### src/source/attr_interp_pkg.sv
// Attribute interpolator shared definitions
// Widths, plane count, attribute order and the packed stream structs
// used by the pixel pipeline and its plane evaluators

`default_nettype none

package attr_interp_pkg;

    //////////////////////////////////////////////////////////////////////
    // Widths
    //////////////////////////////////////////////////////////////////////

    // Signed Q16.16 attributes and coefficients
    localparam int ATTR_W     = 32;
    // Unsigned integer screen coordinates
    localparam int POS_W      = 16;
    localparam int FB_INDEX_W = 32;
    localparam int NUM_PLANES = 8;

    //////////////////////////////////////////////////////////////////////
    // Attribute order in the output array
    //////////////////////////////////////////////////////////////////////

    localparam int ATTR_TEX_S   = 0;
    localparam int ATTR_TEX_T   = 1;
    localparam int ATTR_DEPTH_W = 2;
    localparam int ATTR_DEPTH_Z = 3;
    localparam int ATTR_COLOR_R = 4;
    localparam int ATTR_COLOR_G = 5;
    localparam int ATTR_COLOR_B = 6;
    localparam int ATTR_COLOR_A = 7;

    //////////////////////////////////////////////////////////////////////
    // Types
    //////////////////////////////////////////////////////////////////////

    typedef logic signed [ATTR_W-1:0] attr_t;

    // One plane, value = base + x * inc_x + y * inc_y
    typedef struct packed {
        attr_t base;
        attr_t inc_x;
        attr_t inc_y;
    } plane_t;

    // Passes through the pipeline untouched
    typedef struct packed {
        logic [FB_INDEX_W-1:0] fb_index;
        logic                  last;
    } pixel_side_t;

    typedef struct packed {
        logic [POS_W-1:0] x;
        logic [POS_W-1:0] y;
        pixel_side_t      side;
    } pixel_in_t;

    typedef struct packed {
        pixel_side_t                side;
        attr_t [NUM_PLANES-1:0]     attrs;
    } pixel_out_t;

endpackage

`default_nettype wire

### src/source/plane_eval.sv
// Plane evaluator for one attribute
// Three register stages compute base + x * inc_x + y * inc_y in
// Q16.16, wrapping modulo 2^32

`timescale 1ns/1ns
`default_nettype none

module plane_eval #(
    parameter int PIPE_DEPTH = 3
) (
    input  wire                                 aclk,
    input  wire                                 advance,

    // Screen position shared by all planes
    input  wire [attr_interp_pkg::POS_W-1:0]    x,
    input  wire [attr_interp_pkg::POS_W-1:0]    y,

    input  attr_interp_pkg::plane_t             plane,
    output attr_interp_pkg::attr_t              value
);
    import attr_interp_pkg::*;

    localparam int STAGES = 3;
    localparam int EXT_W  = ATTR_W - POS_W;

    // The flow control must shift exactly as many valid bits as there
    // are data stages here
    if (PIPE_DEPTH != STAGES) begin : g_depth_check
        $error("plane_eval has %0d stages but PIPE_DEPTH is %0d", STAGES, PIPE_DEPTH);
    end

    attr_t x_ext;
    attr_t y_ext;

    attr_t prod_x_q;
    attr_t prod_y_q;
    attr_t step_sum_q;
    attr_t value_q;

    // Coordinates are plain integers, zero extended to attribute width.
    // Integer times Q16.16 stays Q16.16
    assign x_ext = attr_t'({{EXT_W{1'b0}}, x});
    assign y_ext = attr_t'({{EXT_W{1'b0}}, y});

    //////////////////////////////////////////////////////////////////////
    // Stage 1: increments scaled by position
    //////////////////////////////////////////////////////////////////////

    // Only the low 32 bits of each product are kept
    always_ff @(posedge aclk) begin
        if (advance) begin
            prod_x_q <= x_ext * plane.inc_x;
            prod_y_q <= y_ext * plane.inc_y;
        end
    end

    //////////////////////////////////////////////////////////////////////
    // Stage 2: total step from the plane origin
    //////////////////////////////////////////////////////////////////////

    always_ff @(posedge aclk) begin
        if (advance) begin
            step_sum_q <= prod_x_q + prod_y_q;
        end
    end

    //////////////////////////////////////////////////////////////////////
    // Stage 3: add the base
    //////////////////////////////////////////////////////////////////////

    // Base is static while pixels are in flight, so it needs no delay
    always_ff @(posedge aclk) begin
        if (advance) begin
            value_q <= step_sum_q + plane.base;
        end
    end

    assign value = value_q;

endmodule

`default_nettype wire
### config.mk
export PLATFORM = sky130hd
export DESIGN_NAME = plane_eval
export DESIGN_NICKNAME = d
export VERILOG_FILES = /design/src/source/attr_interp_pkg.sv /design/src/source/plane_eval.sv
export SDC_FILE = /design/constraint.sdc
export NUM_CORES = 2
export LEC_CHECK = 0
export ABC_CLOCK_PERIOD_IN_PS = 8600
export BUFFER_PORTS_ARGS = -buffer_cell sky130_fd_sc_hd__clkbuf_2
export CAP_MARGIN = 0
export CORE_ASPECT_RATIO = 0.75
export CORE_MARGIN = 2
export CORE_UTILIZATION = 60
export CTS_CLUSTER_DIAMETER = 100
export DETAILED_ROUTE_END_ITERATION = 8
export PLACE_DENSITY = 0.78
export SYNTH_ARGS = -nofsm -noshare
export SYNTH_HDL_FRONTEND = slang
export SYNTH_SLANG_ARGS = --single-unit
export TNS_END_PERCENT = 20
### constraint.sdc
create_clock -name aclk -period 8.6 [get_ports aclk]
set_input_delay 1.72 -clock aclk [delete_from_list [all_inputs] [get_ports aclk]]
set_output_delay 1.72 -clock aclk [all_outputs]
set_load 0.005 [all_outputs]
# == Word level (Yosys, flattened, before mapping) ==
# Index checks and enable logic that the tools add are counted.
# word_totals
register_bits,128
elab_cells,8
# op_classes
n_addsub,2
multipliers,2
# op_table
operator,n
adder 32 bit,2
multiplier 17 x 32 -> 32 bit,2

# == Depth between registers and ports, before layout ==
# depth
depth_word,1
ltp_mapped,25

# == Worst setup path after synthesis ==
# Ideal clock, no wire load.
# synth_timing
kind,input to register
startpoint,input port y[3] (netlist name)
endpoint,"register prod_y_q[30], data pin"
path_stages,23
setup_slack_ps,913
required_ps,8342
setup_ps,258
t_arrival_ps,7429
path_buffers,2
cell_sequence,clkbuf_1 > clkbuf_1 > nand2_1 > fa_1 > fa_1 > fa_1 > inv_1 > fa_1 > fa_1 > inv_1 > fa_1 > inv_1 > ha_1 > a211oi_1 > nand2_1 > nor3b_1 > a21oi_1 > a221o_1 > a211o_1 > a21oi_1 > o21bai_1 > a21oi_1 > xnor2_1
# synth_via
elab_chain_len,1
# synth_rtl
element,line_no,text
"start, declared",plane_eval.sv:16,"input wire [attr_interp_pkg::POS_W-1:0] y,"
multiplier 17 x 32 -> 32 bit,plane_eval.sv:53,prod_y_q <= y_ext * plane.inc_y;
"end signal, assigned",plane_eval.sv:53,
"end, declared",plane_eval.sv:36,attr_t prod_y_q;
# Every way passes these cells.
# A chain may end at the register's enable or synchronous reset.

# == Final worst setup path ==
# layout_timing
startpoint,input port y[2] (netlist name)
endpoint,"register prod_y_q[30], data pin"
# The elaborated chain is that of the path after synthesis.

==> impl_metrics.toml <==
[placed_design]
gp_congestion = 0.914
port_buffers = 161
hpwl_mm = 55.3

[final_layout]
n_antenna_cell = 0
areaGrowthSynthToFinish_pct = 6.56
finalNetCount = 4352
mostFrequentLayoutCells = "791 x inv_1, 610 x fa_1, 522 x nand2_1, 311 x and2_1, 226 x ha_1"
final_common_cell = "inv_1"
layout-drive-gt1-share = 0.0697
fillers = 4062

[logic_synthesis]
avgSynthCellArea_sq_um = 9.17
synth.distinct_cells = 56
ys_seq_elements = 128
synth_xor_area_frac = 0.0478
synthCells = 3296
yosys.area_share.simple = 0.153
synth_edf_count = 128
synth_top_family_by_area = "adder cells"
synth-compound-area-share = 0.0617
syn_nets = 4262
synthFlopType = "edfxtp_1"
ys_seq_area_frac = 0.127
synthAdderAreaFrac = 0.498
synthMuxAreaShare = 0
synth_area_sq_um = 30200
synth_warnings = 0
async_flop_share = 0

[floorplanning]
core_sq_um = 49900
rows = 71
die_w_microns = 263
die_y_microns = 198
die_area_sq_um = 52200
start_util = 0.605
ioPinCount = 162

[sta]
slew_viol_final = 0
fin_crit_ps = 7690
finalSetupTns_ps = 0
fin_worst_skew_ps = 11.3
hold_viol = 0
max_freq_ghz = 0.130
tightestPinTransition_ps = 1450
setup_violations = 0
post-route-period-util = 0.894
rsz0062_at_grt = "false"
relSlewSlack = 0.00584

[clock_tree]
cts_hold_buf = 0
cts_max_level = 4
cts.repair.resized = 0
cts_tree = "yes"
cts_root_buf = "clkbuf_16"
clockBufferDepth = 2
cts_sinks = 128
insertion_delay_ps = 430
post_cts_buffers = 0
cts-buffers-inserted = 17
cts.clk_slew.worst_paths_ps = 70

[worst_setup_path]
path_common_cell = "fa_1"
path_buf_inv = 5
slowest_stage = "fa_1"
cp_cell_sequence = "clkbuf_2 > buf_4 > nand2_1 > fa_1 > fa_1 > fa_1 > inv_1 > fa_1 > fa_1 > inv_1 > fa_1 > inv_1 > ha_1 > a211oi_1 > nand2_1 > nor3b_1 > a21oi_1 > a221o_1 > a211o_1 > a21oi_1 > o21bai_1 > a21oi_1 > xnor2_1"
cp-start-kind = "input port"
cp.required_ps = 8780
critPathMaxFanout = 21
end_kind = "flip-flop"
cp_slowest_stage_delay_ps = 530
path_delay_family = "adder cells"
path_class = "in -> reg"
crit_arrival_ps = 7870

[route]
first_iter_violations = 1690
drc = 0
postRouteWirelength_mm = 68.8
vias = 21943
drt_first_pass_iters = 5
viasPerCell = 5.41
wl_per_cell_microns = 17.0
ant_nets = 0

[grt]
antenna_found_initial = 0
grt_pass1_vias = 22518
overflow = 0
grt_use_total = 0.278
grt_pass1_wl_mm = 114
grt_max_degree = 68

[run]
cap_violations = 1

[status]
status = "complete, but fails checks"
violations = "capacitance limit"

[worst_hold_path]
min_path_type = "reg -> reg"
[metrics by stage]
| stage | instances | area (sq um) | setup WS (ps) | hold slack (ps) | utilization |
|---|---|---|---|---|---|
| floorplan | 3296 | 30200 | 913 | 513 | - |
| global placement | 4024 | 31600 | 626 | 540 | 0.634 |
| global route | 4056 | 32200 | 571 | 563 | 0.645 |
| finish | 4056 | 32200 | 911 | 544 | 0.645 |
| detailed placement | 4024 | 31600 | 512 | 532 | 0.634 |
| CTS | 4056 | 32200 | 993 | 549 | 0.645 |
[per-layer routing]
| metal | up-vias | wire [microns] | global-route usage |
|---|---|---|---|
| met1 | 10896 | 29300 | 0.394 |
| met4 | 0 | 1830 | 0.0730 |
| met2 | 901 | 31600 | 0.442 |
| met3 | 137 | 6050 | 0.0540 |
| li1 | 10009 | - | - |
| met5 | - | 0 | 0 |
[Yosys cell counts (2+ instances only)]
cell / instances / share of area
xnor2_1: 120 / 0.035
clkbuf_1: 121 / 0.015
o31a_1: 2 / 0.00058
a21o_1: 53 / 0.013
nor3_1: 12 / 0.0020
o211a_1: 3 / 0.00099
nand2b_1: 8 / 0.0017
and2_1: 311 / 0.064
o21a_1: 22 / 0.0055
inv_1: 791 / 0.098
o31ai_1: 2 / 0.00050
a21oi_1: 91 / 0.015
ha_1: 226 / 0.094
nor3b_1: 4 / 0.00099
nand3_1: 11 / 0.0018
a221oi_1: 3 / 0.00087
a211oi_1: 9 / 0.0022
o311a_1: 2 / 0.00066
a311oi_1: 2 / 0.00058
o21ai_0: 50 / 0.0083
a31o_2: 4 / 0.0012
nand2_1: 522 / 0.065
nand3b_1: 5 / 0.0012
a2111o_1: 2 / 0.00075
o211ai_1: 4 / 0.00099
nor2_1: 55 / 0.0068
edfxtp_1: 128 / 0.13
xor2_1: 45 / 0.013
a211o_1: 4 / 0.0012
a31oi_1: 9 / 0.0019
or3_1: 4 / 0.00083
nand4_1: 6 / 0.0012
or2_2: 3 / 0.00062
nor2b_1: 17 / 0.0035
fa_1: 610 / 0.40
and3_1: 10 / 0.0021
o21bai_1: 6 / 0.0015
[cell families after synthesis]
group / Yosys count
XOR/XNOR: 165
buffers and inverters: 912
AND/OR/NAND/NOR: 970
AO/OA/AOI/OAI: 285
adder cells (fa/ha/maj): 836
flip-flops: 128
[cell type report]
type,instances,area (sq um),share of cell area
Inverter,791,2970,0.0922
Clock inverter,15,144,0.00447
Timing Repair Buffer,192,1040,0.0324
Clock buffer,17,425,0.0132
Multi-Input combinational cell,2256,23000,0.713
Tap cell,657,822,0.0255
Sequential cell,128,3840,0.119
[sequential cells by signal (all words and copies together), names as in the netlist]
name	cells
prod_x_q	32
prod_y_q	32
step_sum_q	32
value	32
[worst register-to-register path: stages, from the launching register on]
cell and delay, ps:
edfxtp_1 430, ha_1 390, o21ai_0 150, a211oi_1 270, nand3_1 150, a2111oi_0 1220, o21a_1 320, nand4_1 170
a31oi_1 270, a21o_1 160, a21oi_1 70, xnor2_1 120
[final timing paths]
| path | start | to | slack, ps | cells past startpoint |
|---|---|---|---|---|
| min reg2reg | step_sum_q[0]$_DFFE_PP_ | value[0]$_DFFE_PP_ | 540 | 1 |
| max reg2reg | prod_y_q[6]$_DFFE_PP_ | step_sum_q[31]$_DFFE_PP_ | 4640 | 11 |
| min | step_sum_q[0]$_DFFE_PP_ | value[0]$_DFFE_PP_ | 540 | 1 |
| max | y[2] | prod_y_q[30]$_DFFE_PP_ | 910 | 23 |
Power is not shown: default switching activity piles up to over one toggle a cycle in this logic, so the estimate is an artifact.
