===== src/source/attr_interp_pkg.sv =====
// Attribute interpolator shared definitions
// Widths, plane count, attribute order and the packed stream structs
// used by the pixel pipeline and its plane evaluators

`default_nettype none

package attr_interp_pkg;

    //////////////////////////////////////////////////////////////////////
    // Widths
    //////////////////////////////////////////////////////////////////////

    // Signed Q16.16 attributes and coefficients
    localparam int ATTR_W     = 32;
    // Unsigned integer screen coordinates
    localparam int POS_W      = 16;
    localparam int FB_INDEX_W = 32;
    localparam int NUM_PLANES = 8;

    //////////////////////////////////////////////////////////////////////
    // Attribute order in the output array
    //////////////////////////////////////////////////////////////////////

    localparam int ATTR_TEX_S   = 0;
    localparam int ATTR_TEX_T   = 1;
    localparam int ATTR_DEPTH_W = 2;
    localparam int ATTR_DEPTH_Z = 3;
    localparam int ATTR_COLOR_R = 4;
    localparam int ATTR_COLOR_G = 5;
    localparam int ATTR_COLOR_B = 6;
    localparam int ATTR_COLOR_A = 7;

    //////////////////////////////////////////////////////////////////////
    // Types
    //////////////////////////////////////////////////////////////////////

    typedef logic signed [ATTR_W-1:0] attr_t;

    // One plane, value = base + x * inc_x + y * inc_y
    typedef struct packed {
        attr_t base;
        attr_t inc_x;
        attr_t inc_y;
    } plane_t;

    // Passes through the pipeline untouched
    typedef struct packed {
        logic [FB_INDEX_W-1:0] fb_index;
        logic                  last;
    } pixel_side_t;

    typedef struct packed {
        logic [POS_W-1:0] x;
        logic [POS_W-1:0] y;
        pixel_side_t      side;
    } pixel_in_t;

    typedef struct packed {
        pixel_side_t                side;
        attr_t [NUM_PLANES-1:0]     attrs;
    } pixel_out_t;

endpackage

`default_nettype wire


===== src/source/pixel_flow_ctrl.sv =====
// Pixel pipeline flow control
// Tracks a valid bit and the pass-through sideband per stage, makes the
// single stall decision for all stages and reports pixels in flight

`timescale 1ns/1ns
`default_nettype none

module pixel_flow_ctrl #(
    parameter int PIPE_DEPTH = 3
) (
    input  wire                          aclk,
    input  wire                          arst_n,

    // Upstream side
    input  wire                          in_valid,
    input  attr_interp_pkg::pixel_side_t in_side,
    output logic                         in_ready,

    // Downstream side
    output logic                         out_valid,
    output attr_interp_pkg::pixel_side_t out_side,
    input  wire                          out_ready,

    // Stage enable for every register in the pipeline
    output logic                         advance,
    output logic                         busy
);
    import attr_interp_pkg::*;

    localparam int LAST = PIPE_DEPTH - 1;

    logic [PIPE_DEPTH-1:0] valid_q;
    pixel_side_t           side_q [PIPE_DEPTH];

    //////////////////////////////////////////////////////////////////////
    // Stall decision
    //////////////////////////////////////////////////////////////////////

    // The whole pipeline moves as one. It only stops when the last stage
    // holds a pixel that the sink does not take, so inner bubbles stay
    // where they are during a stall
    assign advance  = !valid_q[LAST] || out_ready;
    assign in_ready = advance;

    //////////////////////////////////////////////////////////////////////
    // Valid bits
    //////////////////////////////////////////////////////////////////////

    always_ff @(posedge aclk or negedge arst_n) begin
        if (!arst_n) begin
            valid_q <= '0;
        end else if (advance) begin
            // Empty slot enters when the source has nothing
            valid_q[0] <= in_valid;
            for (int s = 1; s < PIPE_DEPTH; s++) begin
                valid_q[s] <= valid_q[s-1];
            end
        end
    end

    //////////////////////////////////////////////////////////////////////
    // Sideband carry
    //////////////////////////////////////////////////////////////////////

    // Sideband shifts in step with the valid bits
    always_ff @(posedge aclk) begin
        if (advance) begin
            side_q[0] <= in_side;
            for (int s = 1; s < PIPE_DEPTH; s++) begin
                side_q[s] <= side_q[s-1];
            end
        end
    end

    assign out_valid = valid_q[LAST];
    assign out_side  = side_q[LAST];

    // Host may swap triangle coefficients only while this is low
    assign busy = |valid_q;

endmodule

`default_nettype wire


===== config.mk =====
export PLATFORM = sky130hd
export DESIGN_NAME = pixel_flow_ctrl
export DESIGN_NICKNAME = d
export VERILOG_FILES = /design/src/source/attr_interp_pkg.sv /design/src/source/pixel_flow_ctrl.sv
export SDC_FILE = /design/constraint.sdc
export NUM_CORES = 1
export LEC_CHECK = 0
export BUFFER_PORTS_ARGS = -buffer_cell sky130_fd_sc_hd__buf_2
export CAP_MARGIN = 20
export CELL_PAD_IN_SITES_DETAIL_PLACEMENT = 1
export CELL_PAD_IN_SITES_GLOBAL_PLACEMENT = 1
export CORE_MARGIN = 4
export CORE_UTILIZATION = 45
export DETAILED_ROUTE_END_ITERATION = 7
export GPL_ROUTABILITY_DRIVEN = 0
export HOLD_SLACK_MARGIN = 0.06
export PLACE_DENSITY = 0.87
export SYNTH_ARGS = -nofsm -noshare
export SYNTH_HDL_FRONTEND = slang
export SYNTH_SLANG_ARGS = --single-unit

===== constraint.sdc =====
create_clock -name aclk -period 2 [get_ports aclk]
set_clock_uncertainty 0.1 [all_clocks]
set_input_delay 0.1 -clock aclk [delete_from_list [all_inputs] [get_ports aclk]]
set_output_delay 0.1 -clock aclk [all_outputs]
set_load 0.01 [all_outputs]

# Word-level counts from Yosys, hierarchy flattened

Memory sizes are Yosys's and may differ from the RTL's.
Cells that the tools add are included.
Widths: inputs -> output; s select.

Muxes and demuxes: 2
Reduce and logical (&&, ||, !) cells: 3

Operator list:

| kind             | number |
|---|---|
| $reduce_or 3->1  | 1 |
| $mux 1           | 2 |
| $logic_not 1->1  | 1 |
| $logic_or 1x1->1 | 1 |

Memories kept: 1
Register bits after elaboration: 3
Output and inout port bits: 37
Input port bits: 37
Memory bits (writable): 99

Memory list:

| name   | words | width | rd ports | clocked after memory_dff | write ports | RTL line              | text |
|---|---|---|---|---|---|---|---|
| side_q | 3     | 33    | 3        | 0                        | 3           | pixel_flow_ctrl.sv:33 | `pixel_side_t side_q [PIPE_DEPTH];` |

# Longest topological paths before layout

Depth after elaboration: 4
Mapped depth: 2
Mapped depth without buffers: 2

# Worst setup path after synthesis

OpenSTA, ideal clock, no wires.

Kind: flip-flop to flip-flop
Start point: register valid_q[2]
End point: register valid_q[0]
Stages on the path, launching flop included: 3
Data arrival time: 1.557 ns
Buffers on the path: 0
Data required time: 1.773 ns
Path slack: 0.216 ns
Library setup time: 0.127 ns
Period minus slack after synthesis: 1.784 ns
Path through: dfrtp_1 -> nand2b_4 -> mux2_4

Longest elaborated chain between the ends: 2

Ends and longest elaborated chain:

| element                          | RTL line              | text |
|---|---|---|
| start: declaration               | pixel_flow_ctrl.sv:32 | `logic [PIPE_DEPTH-1:0] valid_q;` |
| start signal: indexed assignment | pixel_flow_ctrl.sv:56 | `valid_q[s] <= valid_q[s-1];` |
| $logic_not 1->1                  | pixel_flow_ctrl.sv:42 | `assign advance = !valid_q[LAST] \|\| out_ready;` |
| $logic_or 1x1->1                 | pixel_flow_ctrl.sv:42 |  |
| named net advance                | pixel_flow_ctrl.sv:25 | `output logic advance,` |

The timed path passes the listed nets, and every way through them passes these cells.
A chain may end at the register's enable or synchronous reset.

# Worst setup path after layout

Start point: register valid_q[2]
End point: output advance

Longest elaborated chain between the ends: 2

Ends and longest elaborated chain:

| element          | RTL line |
|---|---|
| $logic_not 1->1  | pixel_flow_ctrl.sv:42 |
| $logic_or 1x1->1 | pixel_flow_ctrl.sv:42 |
| end: declaration | pixel_flow_ctrl.sv:25 |

No other way between the ends.

==> results.py <==
metrics = {
    "run_status": {
        "status": "finished clean",
    },
    "synthesis": {
        "synthMuxAreaShare": 0.00894,
        "synth_area_sq_um": 3360,
        "syn_nets": 178,
        "synth_cells": 141,
        "yosysSeqAreaShare": 0.907,
        "synth-xor-area-share": 0,
        "ys_warn_count": 0,
        "synthSimpleGateAreaFrac": 0.00819,
        "synth_area_leaders": "edfxtp_1 88%, buf_4 7.6%, dfrtp_1 2.2%",
        "syn_avg_cell_area_sq_um": 23.8,
        "yosysTopAreaCell": "edfxtp_1",
        "yosysUniqueCellTypes": 7,
        "synth_top_area_frac": 0.885,
        "synth_fa_ha_area_frac": 0,
        "synth_compound_area_frac": 0,
        "synth_top_family_by_area": "buffers and inverters",
        "ys_ff_latch": 102,
    },
    "finish": {
        "diodes": 0,
        "stdcell_count": 333,
        "nets": 266,
        "drive_gt1_frac": 0.397,
        "area_growth_pct": 25.9,
        "fillers": 659,
    },
    "clock_tree": {
        "cts_resized": 0,
        "cts_buffer_depth": 2,
        "cts_tree": "done",
        "cts_htree_levels": 3,
        "clk_latency_ns": 0.34,
        "clock-sinks": 102,
        "cts_inserted_buffers": 9,
        "cts_setup_buffers": 0,
        "cts_root_buffer": "clkbuf_8",
        "path_clk_slew_ns": 0.09,
    },
    "setup_path": {
        "worstPathMaxFanout": 55,
        "cp-end-kind": "primary output",
        "crit_required_ns": 1.80,
        "critPathKind": "flop to primary output",
        "arrival_ns": 1.35,
        "path_cells": "nand2b_4, buf_12, buf_2",
        "setup.worst_path.start_class": "flop",
        "slowest_delay_ns": 0.42,
        "cp_slowest_cell": "dfrtp_1",
    },
    "global_routing": {
        "met2_usage": 0.218,
        "grt_max_degree": 56,
        "grt_pass1_vias": 1498,
        "grt_pass1_wl_mm": 7.78,
        "antenna_found_initial": 0,
        "use_met1": 0.139,
        "grtUsageTotal": 0.123,
        "grt_remaining_overflow": 0,
        "grt-busiest-layer": "met2",
        "grt_util_met3": 0.0263,
    },
    "routing": {
        "drc": 0,
        "num_vias": 1409,
        "drt-vias-per-instance": 4.23,
        "ant_nets": 0,
        "first_pass_iters": 4,
        "wl_per_cell_microns": 15.3,
        "drt_iter0_markers": 65,
        "routed_wl_mm": 5.11,
    },
    "floorplan": {
        "io_pins": 74,
        "rows": 31,
        "dieArea_sq_um": 8920,
        "core_sq_um": 7250,
        "die_y_microns": 94.4,
        "start_util": 0.463,
        "die_x_microns": 94.4,
    },
    "timing": {
        "max_freq_mhz": 643,
        "slew-limit-headroom": 0.809,
        "setup_ws_ns": 0.446,
        "worst_pin_slew_ns": 0.287,
        "min_period_over_period": 0.777,
        "finalHoldViolCount": 0,
        "setup_violations": 0,
        "final.setup.tns_ns": 0,
        "fin_crit_ns": 1.55,
        "slew_viol_final": 0,
        "rsz0062_at_grt": "false",
    },
    "placement": {
        "dp_hpwl_mm": 3.35,
        "port_buffers": 73,
        "place_inst": 281,
        "pre_cts_slack_ns": 0.636,
    },
    "power": {
        "p_clk_frac": 0.292,
        "p_leak_nw": 1.64,
        "combPwrFrac": 0.111,
        "p_per_area_nw_per_um2": 1170,
        "intPower_w": 0.00390,
        "switching_share": 0.215,
        "p_switching_w": 0.00107,
        "ir_drop_uv": 522,
        "seqPwrFrac": 0.597,
    },
    "min_path": {
        "hold_path.class": "input port to flop",
    },
    "job": {
        "drv_cap": 0,
    },
}
final cells by class:
class	count	area (sq um)	share of cell area
Timing Repair Buffer	111	766	0.181
Multi-Input combinational cell	5	57.6	0.0136
Clock inverter	7	113	0.0266
Tap cell	99	124	0.0293
Clock buffer	9	124	0.0293
Sequential cell	102	3050	0.720
critical path, delay by kind of cell, from the launching register on:
| kind | cells | cell delay [ns] |
|---|---|---|
| buffers and inverters | 2 | 0.47 |
| DFF | 1 | 0.42 |
| and+or+nand+nor | 1 | 0.11 |
final timing paths:
path | startpoint | cells past startpoint | slack [ns] | end
max | valid_q[2] | 3 | 0.45 | advance
min | out_ready | 3 | 0.30 | side_q[0][95]
max reg2reg | valid_q[2] | 3 | 0.65 | valid_q[0]
min reg2reg | side_q[0][56] | 0 | 0.32 | side_q[0][89]
max in group asynchronous | arst_n | 3 | 1.09 | valid_q[2]
min in group asynchronous | arst_n | 3 | 0.56 | valid_q[1]
metrics by stage:
stage / total power (W) / hold WS, ns / area, sq um / utilization
after floorplan: 0.00340 / -0.296 / 3360 / -
after global placement: 0.00347 / -0.205 / 3630 / 0.501
after detailed placement: 0.00354 / -0.205 / 3630 / 0.501
after CTS: 0.00504 / 0.295 / 4230 / 0.583
after global routing: 0.00521 / 0.298 / 4230 / 0.583
final: 0.00497 / 0.299 / 4230 / 0.583
logic make-up (layout without fill, tap and decap cells):
group,after synthesis,in the layout
buffers and inverters,34,127
DFF,102,102
muxes,2,2
and+or+nand+nor,3,3
power by group through the flow:
stage / clock [W] / sequential, W / combinational [W]
6_report: 0.00145 / 0.00297 / 0.000553
2_1_floorplan: 0 / 0.00298 / 0.000422
3_3_place_gp: 0 / 0.00297 / 0.000495
5_1_grt: 0.00160 / 0.00301 / 0.000598
3_5_place_dp: 0 / 0.00302 / 0.000511
4_1_cts: 0.00150 / 0.00298 / 0.000566
flip-flops by register name, indices dropped and copies added, names as in the netlist:
signal	cells
valid_q	3
side_q	99
cell usage after synthesis, drive strengths merged:
cell type	instances
nand2b	1
buf	34
or3	1
edfxtp	99
dfrtp	3
mux2	2
or2b	1
placed cells by master, fill, tap and decap left out:
cell,count
clkinv_1,1
clkinv_4,1
clkinv_2,2
bufinv_16,3
or2b_1,1
buf_2,73
mux2_4,2
buf_12,2
dfrtp_1,3
or3_1,1
edfxtp_1,99
clkbuf_8,9
dlygate4sd3_1,36
nand2b_4,1
per-layer routing:
| metal | vias to the layer above | share of wire |
|---|---|---|
| li1 | 672 | - |
| met1 | 694 | 0.37 |
| met2 | 37 | 0.57 |
| met3 | 6 | 0.037 |
| met4 | 0 | 0.014 |
| met5 | - | 0 |
repair_timing:
action	CTS	global route
endpoints found under the hold margin	37	0
hold buffers	36	0
endpoints found under the setup margin	0	0
Power figures use the tool's default switching activity.
